===== src/csr_pkg.sv =====
`default_nettype none

package csr_pkg;

    // ==================================================
    // Widths
    // ==================================================
    localparam int XLEN       = 32;
    localparam int CSR_ADDR_W = 12;
    localparam int CSR_OP_W   = 2;

    // Software operation codes
    localparam logic [CSR_OP_W-1:0] CSR_OP_NONE  = 2'd0;
    localparam logic [CSR_OP_W-1:0] CSR_OP_WRITE = 2'd1;
    localparam logic [CSR_OP_W-1:0] CSR_OP_SET   = 2'd2;
    localparam logic [CSR_OP_W-1:0] CSR_OP_CLEAR = 2'd3;

    // ==================================================
    // CSR addresses
    // ==================================================
    // Machine read/write registers
    localparam logic [CSR_ADDR_W-1:0] CSR_MSTATUS   = 12'h300;
    localparam logic [CSR_ADDR_W-1:0] CSR_MIE       = 12'h304;
    localparam logic [CSR_ADDR_W-1:0] CSR_MTVEC     = 12'h305;
    localparam logic [CSR_ADDR_W-1:0] CSR_MSCRATCH  = 12'h340;
    localparam logic [CSR_ADDR_W-1:0] CSR_MEPC      = 12'h341;
    localparam logic [CSR_ADDR_W-1:0] CSR_MCAUSE    = 12'h342;

    // User counters, read only
    localparam logic [CSR_ADDR_W-1:0] CSR_CYCLE     = 12'hC00;
    localparam logic [CSR_ADDR_W-1:0] CSR_CYCLEH    = 12'hC80;
    localparam logic [CSR_ADDR_W-1:0] CSR_INSTRET   = 12'hC02;
    localparam logic [CSR_ADDR_W-1:0] CSR_INSTRETH  = 12'hC82;

    // Identity registers, always zero
    localparam logic [CSR_ADDR_W-1:0] CSR_MVENDORID = 12'hF11;
    localparam logic [CSR_ADDR_W-1:0] CSR_MARCHID   = 12'hF12;
    localparam logic [CSR_ADDR_W-1:0] CSR_MIMPID    = 12'hF13;
    localparam logic [CSR_ADDR_W-1:0] CSR_MHARTID   = 12'hF14;

    // ==================================================
    // Exception cause codes
    // ==================================================
    localparam logic [XLEN-1:0] CAUSE_ILLEGAL_INSTR = 32'd2;
    localparam logic [XLEN-1:0] CAUSE_BREAKPOINT    = 32'd3;
    localparam logic [XLEN-1:0] CAUSE_MISALIGNED    = 32'd4;
    localparam logic [XLEN-1:0] CAUSE_ILLEGAL_CSR   = 32'd11;

endpackage

`default_nettype wire


===== src/csr_counters.sv =====
`default_nettype none

module csr_counters
    import csr_pkg::*;
(
    input  logic                clk,
    input  logic                arst_n,
    input  logic                inst_valid,
    output logic [2*XLEN-1:0]   cycle_count,
    output logic [2*XLEN-1:0]   instret_count
);

    localparam int CNT_W = 2 * XLEN;

    // ==================================================
    // Cycle counter
    // ==================================================
    // Free running, counts every edge once reset is released
    always_ff @(posedge clk or negedge arst_n) begin
        if (!arst_n) begin
            cycle_count <= '0;
        end else begin
            cycle_count <= cycle_count + CNT_W'(1);
        end
    end

    // ==================================================
    // Retired instruction counter
    // ==================================================
    // One step per valid instruction
    always_ff @(posedge clk or negedge arst_n) begin
        if (!arst_n) begin
            instret_count <= '0;
        end else if (inst_valid) begin
            instret_count <= instret_count + CNT_W'(1);
        end
    end

endmodule

`default_nettype wire


===== src/csr_trap_unit.sv =====
`default_nettype none

module csr_trap_unit
    import csr_pkg::*;
(
    input  logic              illegal_instr,
    input  logic              misaligned,
    input  logic              illegal_csr,
    input  logic              breakpoint,
    input  logic              timer_irq,
    input  logic              ext_irq,
    output logic              trap_write,
    output logic [XLEN-1:0]   trap_cause,
    output logic              trap_jump
);

    logic any_exception;
    logic any_irq;

    // ==================================================
    // Exception priority
    // ==================================================
    // Breakpoint wins, illegal instruction is last
    always_comb begin
        trap_cause = '0;
        if (breakpoint) begin
            trap_cause = CAUSE_BREAKPOINT;
        end else if (illegal_csr) begin
            trap_cause = CAUSE_ILLEGAL_CSR;
        end else if (misaligned) begin
            trap_cause = CAUSE_MISALIGNED;
        end else if (illegal_instr) begin
            trap_cause = CAUSE_ILLEGAL_INSTR;
        end
    end

    assign any_exception = breakpoint | illegal_csr | misaligned | illegal_instr;
    assign any_irq       = timer_irq | ext_irq;

    // Only exceptions update mepc and mcause
    assign trap_write = any_exception;

    // Interrupts still redirect fetch to mtvec
    assign trap_jump = any_exception | any_irq;

endmodule

`default_nettype wire


===== src/csr_regfile.sv =====
`default_nettype none

module csr_regfile
    import csr_pkg::*;
#(
    parameter logic [XLEN-1:0] MSCRATCH_RESET = 32'h0000_1001
) (
    input  logic                    clk,
    input  logic                    arst_n,
    input  logic                    csr_wren,
    input  logic [CSR_OP_W-1:0]     csr_op,
    input  logic [CSR_ADDR_W-1:0]   csr_addr,
    input  logic                    csr_imm_bit,
    input  logic [XLEN-1:0]         csr_imm,
    input  logic [XLEN-1:0]         csr_wdata,
    input  logic [XLEN-1:0]         pc,
    input  logic                    trap_write,
    input  logic [XLEN-1:0]         trap_cause,
    output logic [XLEN-1:0]         mstatus,
    output logic [XLEN-1:0]         mie,
    output logic [XLEN-1:0]         mtvec,
    output logic [XLEN-1:0]         mscratch,
    output logic [XLEN-1:0]         mepc,
    output logic [XLEN-1:0]         mcause
);

    logic [XLEN-1:0] wr_data;

    logic [XLEN-1:0] mstatus_nxt;
    logic [XLEN-1:0] mie_nxt;
    logic [XLEN-1:0] mtvec_nxt;
    logic [XLEN-1:0] mscratch_nxt;
    logic [XLEN-1:0] mepc_nxt;
    logic [XLEN-1:0] mcause_nxt;

    // Write, set or clear on one register value
    function automatic logic [XLEN-1:0] apply_op(
        input logic [XLEN-1:0]     cur,
        input logic [CSR_OP_W-1:0] op,
        input logic [XLEN-1:0]     data
    );
        logic [XLEN-1:0] res;
        case (op)
            CSR_OP_NONE:  res = cur;
            CSR_OP_WRITE: res = data;
            CSR_OP_SET:   res = cur | data;
            CSR_OP_CLEAR: res = cur & ~data;
        endcase
        return res;
    endfunction

    // csrrwi/csrrsi/csrrci take the immediate
    assign wr_data = csr_imm_bit ? csr_imm : csr_wdata;

    // ==================================================
    // Next state
    // ==================================================
    always_comb begin
        mstatus_nxt  = mstatus;
        mie_nxt      = mie;
        mtvec_nxt    = mtvec;
        mscratch_nxt = mscratch;
        mepc_nxt     = mepc;
        mcause_nxt   = mcause;

        // Read-only and unknown addresses fall through
        if (csr_wren) begin
            case (csr_addr)
                CSR_MSTATUS:  mstatus_nxt  = apply_op(mstatus, csr_op, wr_data);
                CSR_MIE:      mie_nxt      = apply_op(mie, csr_op, wr_data);
                CSR_MTVEC:    mtvec_nxt    = apply_op(mtvec, csr_op, wr_data);
                CSR_MSCRATCH: mscratch_nxt = apply_op(mscratch, csr_op, wr_data);
                CSR_MEPC:     mepc_nxt     = apply_op(mepc, csr_op, wr_data);
                CSR_MCAUSE:   mcause_nxt   = apply_op(mcause, csr_op, wr_data);
                default: ;
            endcase
        end

        // Exception capture overrides software
        if (trap_write) begin
            mepc_nxt   = pc;
            mcause_nxt = trap_cause;
        end
    end

    // ==================================================
    // Registers
    // ==================================================
    always_ff @(posedge clk or negedge arst_n) begin
        if (!arst_n) begin
            mstatus  <= '0;
            mie      <= '0;
            mtvec    <= '0;
            mscratch <= MSCRATCH_RESET;
            mepc     <= '0;
            mcause   <= '0;
        end else begin
            mstatus  <= mstatus_nxt;
            mie      <= mie_nxt;
            mtvec    <= mtvec_nxt;
            mscratch <= mscratch_nxt;
            mepc     <= mepc_nxt;
            mcause   <= mcause_nxt;
        end
    end

endmodule

`default_nettype wire


===== src/csr_read_mux.sv =====
`default_nettype none

module csr_read_mux
    import csr_pkg::*;
(
    input  logic                    csr_rden,
    input  logic [CSR_ADDR_W-1:0]   csr_addr,
    input  logic [XLEN-1:0]         mstatus,
    input  logic [XLEN-1:0]         mie,
    input  logic [XLEN-1:0]         mtvec,
    input  logic [XLEN-1:0]         mscratch,
    input  logic [XLEN-1:0]         mepc,
    input  logic [XLEN-1:0]         mcause,
    input  logic [2*XLEN-1:0]       cycle_count,
    input  logic [2*XLEN-1:0]       instret_count,
    output logic [XLEN-1:0]         csr_rdata
);

    // ==================================================
    // Read decode
    // ==================================================
    always_comb begin
        csr_rdata = '0;
        if (csr_rden) begin
            case (csr_addr)
                // Machine registers
                CSR_MSTATUS:  csr_rdata = mstatus;
                CSR_MIE:      csr_rdata = mie;
                CSR_MTVEC:    csr_rdata = mtvec;
                CSR_MSCRATCH: csr_rdata = mscratch;
                CSR_MEPC:     csr_rdata = mepc;
                CSR_MCAUSE:   csr_rdata = mcause;

                // Counter halves
                CSR_CYCLE:    csr_rdata = cycle_count[XLEN-1:0];
                CSR_CYCLEH:   csr_rdata = cycle_count[2*XLEN-1:XLEN];
                CSR_INSTRET:  csr_rdata = instret_count[XLEN-1:0];
                CSR_INSTRETH: csr_rdata = instret_count[2*XLEN-1:XLEN];

                // No vendor, arch, impl or hart id in this core
                CSR_MVENDORID,
                CSR_MARCHID,
                CSR_MIMPID,
                CSR_MHARTID:  csr_rdata = '0;

                default:      csr_rdata = '0;
            endcase
        end
    end

endmodule

`default_nettype wire


===== src/csr_top.sv =====
`default_nettype none

module csr_top
    import csr_pkg::*;
#(
    parameter logic [XLEN-1:0] MSCRATCH_RESET = 32'h0000_1001
) (
    input  logic                    clk,
    input  logic                    arst_n,
    input  logic [XLEN-1:0]         pc,
    input  logic                    csr_rden,
    input  logic                    csr_wren,
    input  logic [CSR_OP_W-1:0]     csr_op,
    input  logic [CSR_ADDR_W-1:0]   csr_addr,
    input  logic                    csr_imm_bit,
    input  logic [XLEN-1:0]         csr_imm,
    input  logic [XLEN-1:0]         csr_wdata,
    input  logic                    inst_valid,
    input  logic                    illegal_instr,
    input  logic                    misaligned,
    input  logic                    illegal_csr,
    input  logic                    breakpoint,
    input  logic                    timer_irq,
    input  logic                    ext_irq,
    input  logic                    mret,
    output logic [XLEN-1:0]         csr_rdata,
    output logic                    trap_jump,
    output logic [XLEN-1:0]         trap_addr,
    output logic                    trap_return,
    output logic [XLEN-1:0]         return_addr
);

    logic              trap_write;
    logic [XLEN-1:0]   trap_cause;
    logic [2*XLEN-1:0] cycle_count;
    logic [2*XLEN-1:0] instret_count;
    logic [XLEN-1:0]   mstatus;
    logic [XLEN-1:0]   mie;
    logic [XLEN-1:0]   mtvec;
    logic [XLEN-1:0]   mscratch;
    logic [XLEN-1:0]   mepc;
    logic [XLEN-1:0]   mcause;

    csr_counters u_counters (
        .clk           (clk),
        .arst_n        (arst_n),
        .inst_valid    (inst_valid),
        .cycle_count   (cycle_count),
        .instret_count (instret_count)
    );

    csr_trap_unit u_trap_unit (
        .illegal_instr (illegal_instr),
        .misaligned    (misaligned),
        .illegal_csr   (illegal_csr),
        .breakpoint    (breakpoint),
        .timer_irq     (timer_irq),
        .ext_irq       (ext_irq),
        .trap_write    (trap_write),
        .trap_cause    (trap_cause),
        .trap_jump     (trap_jump)
    );

    csr_regfile #(
        .MSCRATCH_RESET (MSCRATCH_RESET)
    ) u_regfile (
        .clk         (clk),
        .arst_n      (arst_n),
        .csr_wren    (csr_wren),
        .csr_op      (csr_op),
        .csr_addr    (csr_addr),
        .csr_imm_bit (csr_imm_bit),
        .csr_imm     (csr_imm),
        .csr_wdata   (csr_wdata),
        .pc          (pc),
        .trap_write  (trap_write),
        .trap_cause  (trap_cause),
        .mstatus     (mstatus),
        .mie         (mie),
        .mtvec       (mtvec),
        .mscratch    (mscratch),
        .mepc        (mepc),
        .mcause      (mcause)
    );

    csr_read_mux u_read_mux (
        .csr_rden      (csr_rden),
        .csr_addr      (csr_addr),
        .mstatus       (mstatus),
        .mie           (mie),
        .mtvec         (mtvec),
        .mscratch      (mscratch),
        .mepc          (mepc),
        .mcause        (mcause),
        .cycle_count   (cycle_count),
        .instret_count (instret_count),
        .csr_rdata     (csr_rdata)
    );

    // PC redirect targets
    assign trap_addr   = mtvec;
    assign return_addr = mepc;
    assign trap_return = mret;

endmodule

`default_nettype wire


===== config.mk =====
export PLATFORM = sky130hd
export DESIGN_NAME = csr_top
export DESIGN_NICKNAME = d
export VERILOG_FILES = /design/src/csr_pkg.sv /design/src/csr_counters.sv /design/src/csr_trap_unit.sv /design/src/csr_regfile.sv /design/src/csr_read_mux.sv /design/src/csr_top.sv
export SDC_FILE = /design/constraint.sdc
export NUM_CORES = 1
export LEC_CHECK = 0
export BUFFER_PORTS_ARGS = -buffer_cell sky130_fd_sc_hd__buf_2
export CORE_UTILIZATION = 59
export DETAILED_ROUTE_END_ITERATION = 10
export GPL_TIMING_DRIVEN = 0
export PLACE_DENSITY = 0.9
export SKIP_CTS_REPAIR_TIMING = 1
export SLEW_MARGIN = 5
export SYNTH_ARGS = -nofsm -noshare
export SYNTH_HDL_FRONTEND = slang
export SYNTH_SLANG_ARGS = --single-unit

===== constraint.sdc =====
create_clock -name clk -period 2.4 [get_ports clk]
set_input_delay 0.12 -clock clk [delete_from_list [all_inputs] [get_ports clk]]
set_output_delay 0.12 -clock clk [all_outputs]
set_load 0.01 [all_outputs]

**Yosys cells after proc, flatten, opt, wreduce, memory -nomap -nowiden**

Index checks and enable logic that the tools add are counted.

- Bits in registers: 320
- Input port bits: 123
- Output and inout port bits: 98
- Word-level logic and storage cells: 72

- Add/subtract/negate cells: 2
- Equality and inequality tests: 14
- Multiplexer cells: 19
- Bitwise logic cells: 19
- Reductions and logical operators: 10

Operator list:

| kind | number |
|---|---|
| one-hot mux 32 bit (3 select lines) | 6 |
| 2-to-1 mux 32 bit | 11 |
| one-hot mux 32 bit (10 select lines) | 1 |
| AND 32 bit | 6 |
| bitwise OR 32 bit | 6 |
| adder 64 x 1 -> 64 bit (second input constant) | 2 |
| == test 12 x 10 -> 1 bit (second input constant) | 6 |
| == test 12 bit (second input constant) | 4 |
| NOT 32 bit | 1 |
| AND reduction 3 bit | 6 |
| nonzero test 2 bit | 3 |
| bitwise OR 1 bit | 5 |
| == test 2 bit (second input constant) | 2 |
| == test 2 x 1 -> 1 bit (second input constant) | 1 |
| zero test 2 bit | 1 |
| 2-to-1 mux 2 bit | 1 |
| inequality test 2 bit (second input constant) | 1 |
| NOT 1 bit | 1 |

**Logic depth before layout (Yosys ltp)**

- Word-level depth: 7
- Mapped depth: 8
- Depth with buffers taken out: 6

**Cells and area by module**

A second synthesis with hierarchy kept.

- Cells, all modules: 1,855
- Area, all modules: 17,753.3 µm²

By module, submodules not included:

| module | instances | cells an instance | area each (µm²) | sequential area each (µm²) |
|---|---|---|---|---|
| csr_regfile | 1 | 928 | 8,907.3 | 4,807.1 |
| csr_counters | 1 | 538 | 5,884.4 | 3,203.1 |
| csr_read_mux | 1 | 351 | 2,692.6 | 0.0 |
| csr_trap_unit | 1 | 37 | 261.5 | 0.0 |
| csr_top | 1 | 1 | 7.5 | 0.0 |

**Worst setup path before layout**

OpenSTA, ideal clock, no wires.

- Kind: register -> register
- Start: reg u_counters.instret_count[0]
- End: reg u_counters.instret_count[60]
- Setup time: 0.079 ns
- Data arrival time: 1.953 ns
- Required time: 2.321 ns
- Setup slack: 0.368 ns
- Stages on the path, launching flop included: 8
- Path buffers: 1
- Period minus slack after synthesis: 2.032 ns
- Cell sequence: dfrtp_1 ha_1 and3_1 nand4_1 or4_1 buf_6 nor4_4 xor2_1

- Longest elaborated chain between the ends: 1

RTL lines:

| element | line | RTL |
|---|---|---|
| from (decl) | csr_counters.sv:10 | `output logic [2*XLEN-1:0] instret_count` |
| from (signal assigned) | csr_counters.sv:35 | `instret_count <= instret_count + CNT_W'(1);` |
| adder 64 x 1 -> 64 bit | csr_counters.sv:35 |  |

Every way passes these cells.
A chain may end at the register's enable or synchronous reset.

**Final worst setup path**

- Start: in csr_addr[0]
- End: out csr_rdata[1]

- Longest elaborated chain between the ends: 3
- Elaborated cells on any way between the ends: 12
- Classes of those cells: eq/ne (10); mux (2)

RTL lines:

| element | line | RTL |
|---|---|---|
| from (decl) | csr_top.sv:14 | `input logic [CSR_ADDR_W-1:0] csr_addr,` |
| == test 12 bit / == test 12 x 10 -> 1 bit (equally long branches) | csr_read_mux.sv:25 | `case (csr_addr)` |
| one-hot mux 32 bit (10 select lines) * | csr_read_mux.sv:25 |  |
| 2-to-1 mux 32 bit * | csr_read_mux.sv:24 | `if (csr_rden) begin` |
| to (decl) | csr_top.sv:26 | `output logic [XLEN-1:0] csr_rdata,` |

Mark *: on every way between the ends. The rest lies on a longest branch, timed or not.

==> flow_summary.toml <==
[sta]
drv_slew = 0
fin_hold_ws_ps = -17.32
fin_crit_sh_pct = 101.1
worstMarginPinSlew_ps = 939.4
hold_violations = 2
relSlewSlack_pct = 37.37
skew_ps = 24.73
finalSetupViolations = 3
setup_ws_ps = -27.43
max_freq_ghz = 0.4120
fin_crit_ps = 2427

[final_layout]
regArea_um2 = 8013
final_nets = 2277
antennaDiodeCount = 0
nFillCells = 1858
post-route-cell-area_um2 = 20570
multi_input_area_um2 = 8728
drive_gt1_share_pct = 19.90
area_growth_pct = 20.35

[floorplan]
die_w_um = 172.2
coreArea_um2 = 28160
rows = 61
fp.dieH_um = 172.2
start_util_pct = 60.69
dieArea_um2 = 29650
io_pins = 221

[synth]
synthFlopType = "dfrtp_1"
yosysUniqueCellTypes = 56
synth_area_per_cell_um2 = 9.239
yosysWarnings = 0
synth_area_um2 = 17090
synth-edff-count = 0
async_flop_share_pct = 100.0
synth_nets = 1975
ys_seq_area_share_pct = 46.87
ys_ff_latch = 320
synthCells = 1850

[drt]
first_pass_iters = 8
wire_per_inst_um = 25.15
wl_um = 64220
ant_nets = 0
dr.first_iter.drc_count = 2785
via_per_inst = 7.005
vias = 17891
drc_errors = 0

[placed_design]
gp_congestion = 1.039
place_area_um2 = 18750
port_buffers = 215
pre_cts_slack_ps = -562.5
place_hpwl_um = 44580

[run_status]
failed_checks = "hold timing, setup timing"
outcome = "complete, but fails checks"

[global_routing]
grt_pass1_wl_um = 93120
grt_max_degree = 114
grtUsageMet3_pct = 13.02
antenna_found_initial = 1
first_global_vias = 16778
grt_busiest_layer = "met2"
use_met1_pct = 50.20
grt_overflow = 0
track_usage_pct = 41.91
use_met2_pct = 65.04

[clocking]
cts_tree = "built"
cts_buffer_depth = 3
insertion_delay_ps = 550
cts.sinks = 320
htreeDepth = 2
root_buffer = "clkbuf_16"
numCtsBuffers = 35
clk_pin_slew_ps = 60

[power_and_ir_drop]
p_seq_share_pct = 46.6
pwr-share-clk_pct = 43.6
totalPowerFinal_mw = 12.13
power_frac_comb_pct = 9.8
switching_share_pct = 26.34
p_sw_mw = 3.196
p_leak_nw = 9.302
irDropWorstVdd_mv = 0.5483
intPower_mw = 8.938
power_density_nw_per_um2 = 589.9

[critical_path]
worstPathRequired_ps = 2280
ff2ff_setup_slack_ps = 70
critPathCaptureType = "output port"
path_class = "in -> out"
worstSetupStartpointType = "input pin"
arrival_ps = 2310
cp_max_fo = 10

[job]
drv_cap = 0

[worst_hold_path]
hold_path.class = "in -> reg"
cells by family (layout without fill, tap and decap cells):
family / Yosys count / after routing / synth area share (%)
fa+ha+maj: 3 / 3 / 0.2050
flops: 320 / 320 / 46.87
xor+xnor: 125 / 125 / 6.406
compound gates: 563 / 563 / 17.91
mux: 130 / 130 / 8.192
simple gates: 568 / 568 / 17.09
buf+inv: 141 / 467 / 3.338
through the flow:
step	setup TNS [ps]	hold WS, ps	utilization, %	instances
CTS	-15450	-431.1	70.50	2508
global placement	-1515210	369.8	66.19	2443
floorplan	0	-175.6	-	1850
detailed placement	-27660	107.1	66.56	2447
global route	-83.06	14.82	73.04	2554
finish	-52.52	-17.32	73.04	2554
state kept, by name, summed over array words and instances, names as in the netlist:
| name | flops |
|---|---|
| u_counters.cycle_count | 64 |
| u_counters.instret_count | 64 |
| u_regfile.mcause | 32 |
| u_regfile.mepc | 32 |
| u_regfile.mie | 32 |
| u_regfile.mscratch | 32 |
| u_regfile.mstatus | 32 |
| u_regfile.mtvec | 32 |
worst max-delay path, stage by stage:
cell      delay (ps)
clkbuf_2         180
nor4b_4          390
buf_2            340
clkbuf_2         370
nand2_1          110
o21ai_1          140
a22oi_1          160
a21oi_1          300
buf_2            190
per-layer routing:
metal / part of all wire (%) / routed length, um
met4: 9.0 / 5771
met3: 15 / 9753
met5: 0.020 / 13
met1: 32 / 20770
met2: 43 / 27920
synth_stat cells (all sizes together) (10+ instances only):
| cell | n | area (um^2) |
|---|---|---|
| mux2i | 114 | 1141 |
| and2 | 40 | 250.2 |
| nand2 | 108 | 405.4 |
| a2111oi | 10 | 87.58 |
| o22ai | 10 | 62.56 |
| a211oi | 14 | 105.1 |
| xnor2 | 57 | 499.2 |
| dfrtp | 318 | 7958 |
| inv | 20 | 75.07 |
| nand3 | 50 | 265.3 |
| nor3 | 78 | 401.6 |
| o21ai | 339 | 1697 |
| a2bb2oi | 10 | 87.58 |
| buf | 32 | 156.4 |
| and3 | 18 | 112.6 |
| nor4 | 21 | 176.4 |
| or2 | 36 | 225.2 |
| nand4 | 44 | 287.8 |
| xor2 | 68 | 595.6 |
| clkbuf | 89 | 339.1 |
| a21oi | 134 | 670.6 |
| nor2 | 138 | 518.0 |
| a22oi | 38 | 285.3 |
final timing paths:
kind | startpoint | end | cells past startpoint
min in group asynchronous | arst_n | u_counters.cycle_count[36]$_DFF_PN0_ | 2
hold / removal | misaligned | u_regfile.mcause[2]$_DFFE_PN0P_ | 3
setup / recovery | csr_addr[0] | csr_rdata[1] | 9
hold reg to reg | u_counters.cycle_count[63]$_DFF_PN0_ | u_counters.cycle_count[63]$_DFF_PN0_ | 1
max in group asynchronous | arst_n | u_regfile.mepc[24]$_DFFE_PN0P_ | 4
setup reg to reg | u_counters.instret_count[4]$_DFFE_PN0P_ | u_counters.instret_count[55]$_DFFE_PN0P_ | 6
final cells by class:
cell class | instances | share of cell area, %
clock buffer | 53 | 5.024
buffer | 120 | 2.695
timing repair buffer | 266 | 7.871
inverter | 20 | 0.3650
sequential | 320 | 38.95
multi-input combinational | 1389 | 42.43
clock inverter | 8 | 0.3589
tap | 378 | 2.299
power groups by stage:
stage	logic, mW	registers, mW	clock network [mW]
2_1_floorplan	0.527	5.71	0
3_3_place_gp	0.978	5.73	0
3_5_place_dp	1.03	5.74	0
4_1_cts	1.05	5.65	5.23
5_1_grt	1.25	5.67	5.46
6_report	1.18	5.66	5.29
cell usage in the layout, fill, tap and decap left out, drive strengths merged, types with 2 or more instances in the layout:
master and count:
a2111oi 10, a211oi 14, a21oi 134, a22oi 38, a2bb2oi 10, and2 40
and3 18, and4 9, buf 258, clkbuf 145, clkinv 5, dfrtp 318
dfstp 2, dlygate4sd3 36, ha 2, inv 23, mux2 9, mux2i 114
mux4 7, nand2 108, nand2b 2, nand3 50, nand3b 3, nand4 44
nor2 138, nor2b 2, nor3 78, nor4 21, nor4b 3, nor4bb 2
o21ai 339, o22ai 10, o31ai 3, or2 36, or3 7, or4 4
xnor2 57, xor2 68
Power figures use the tool's default switching activity.
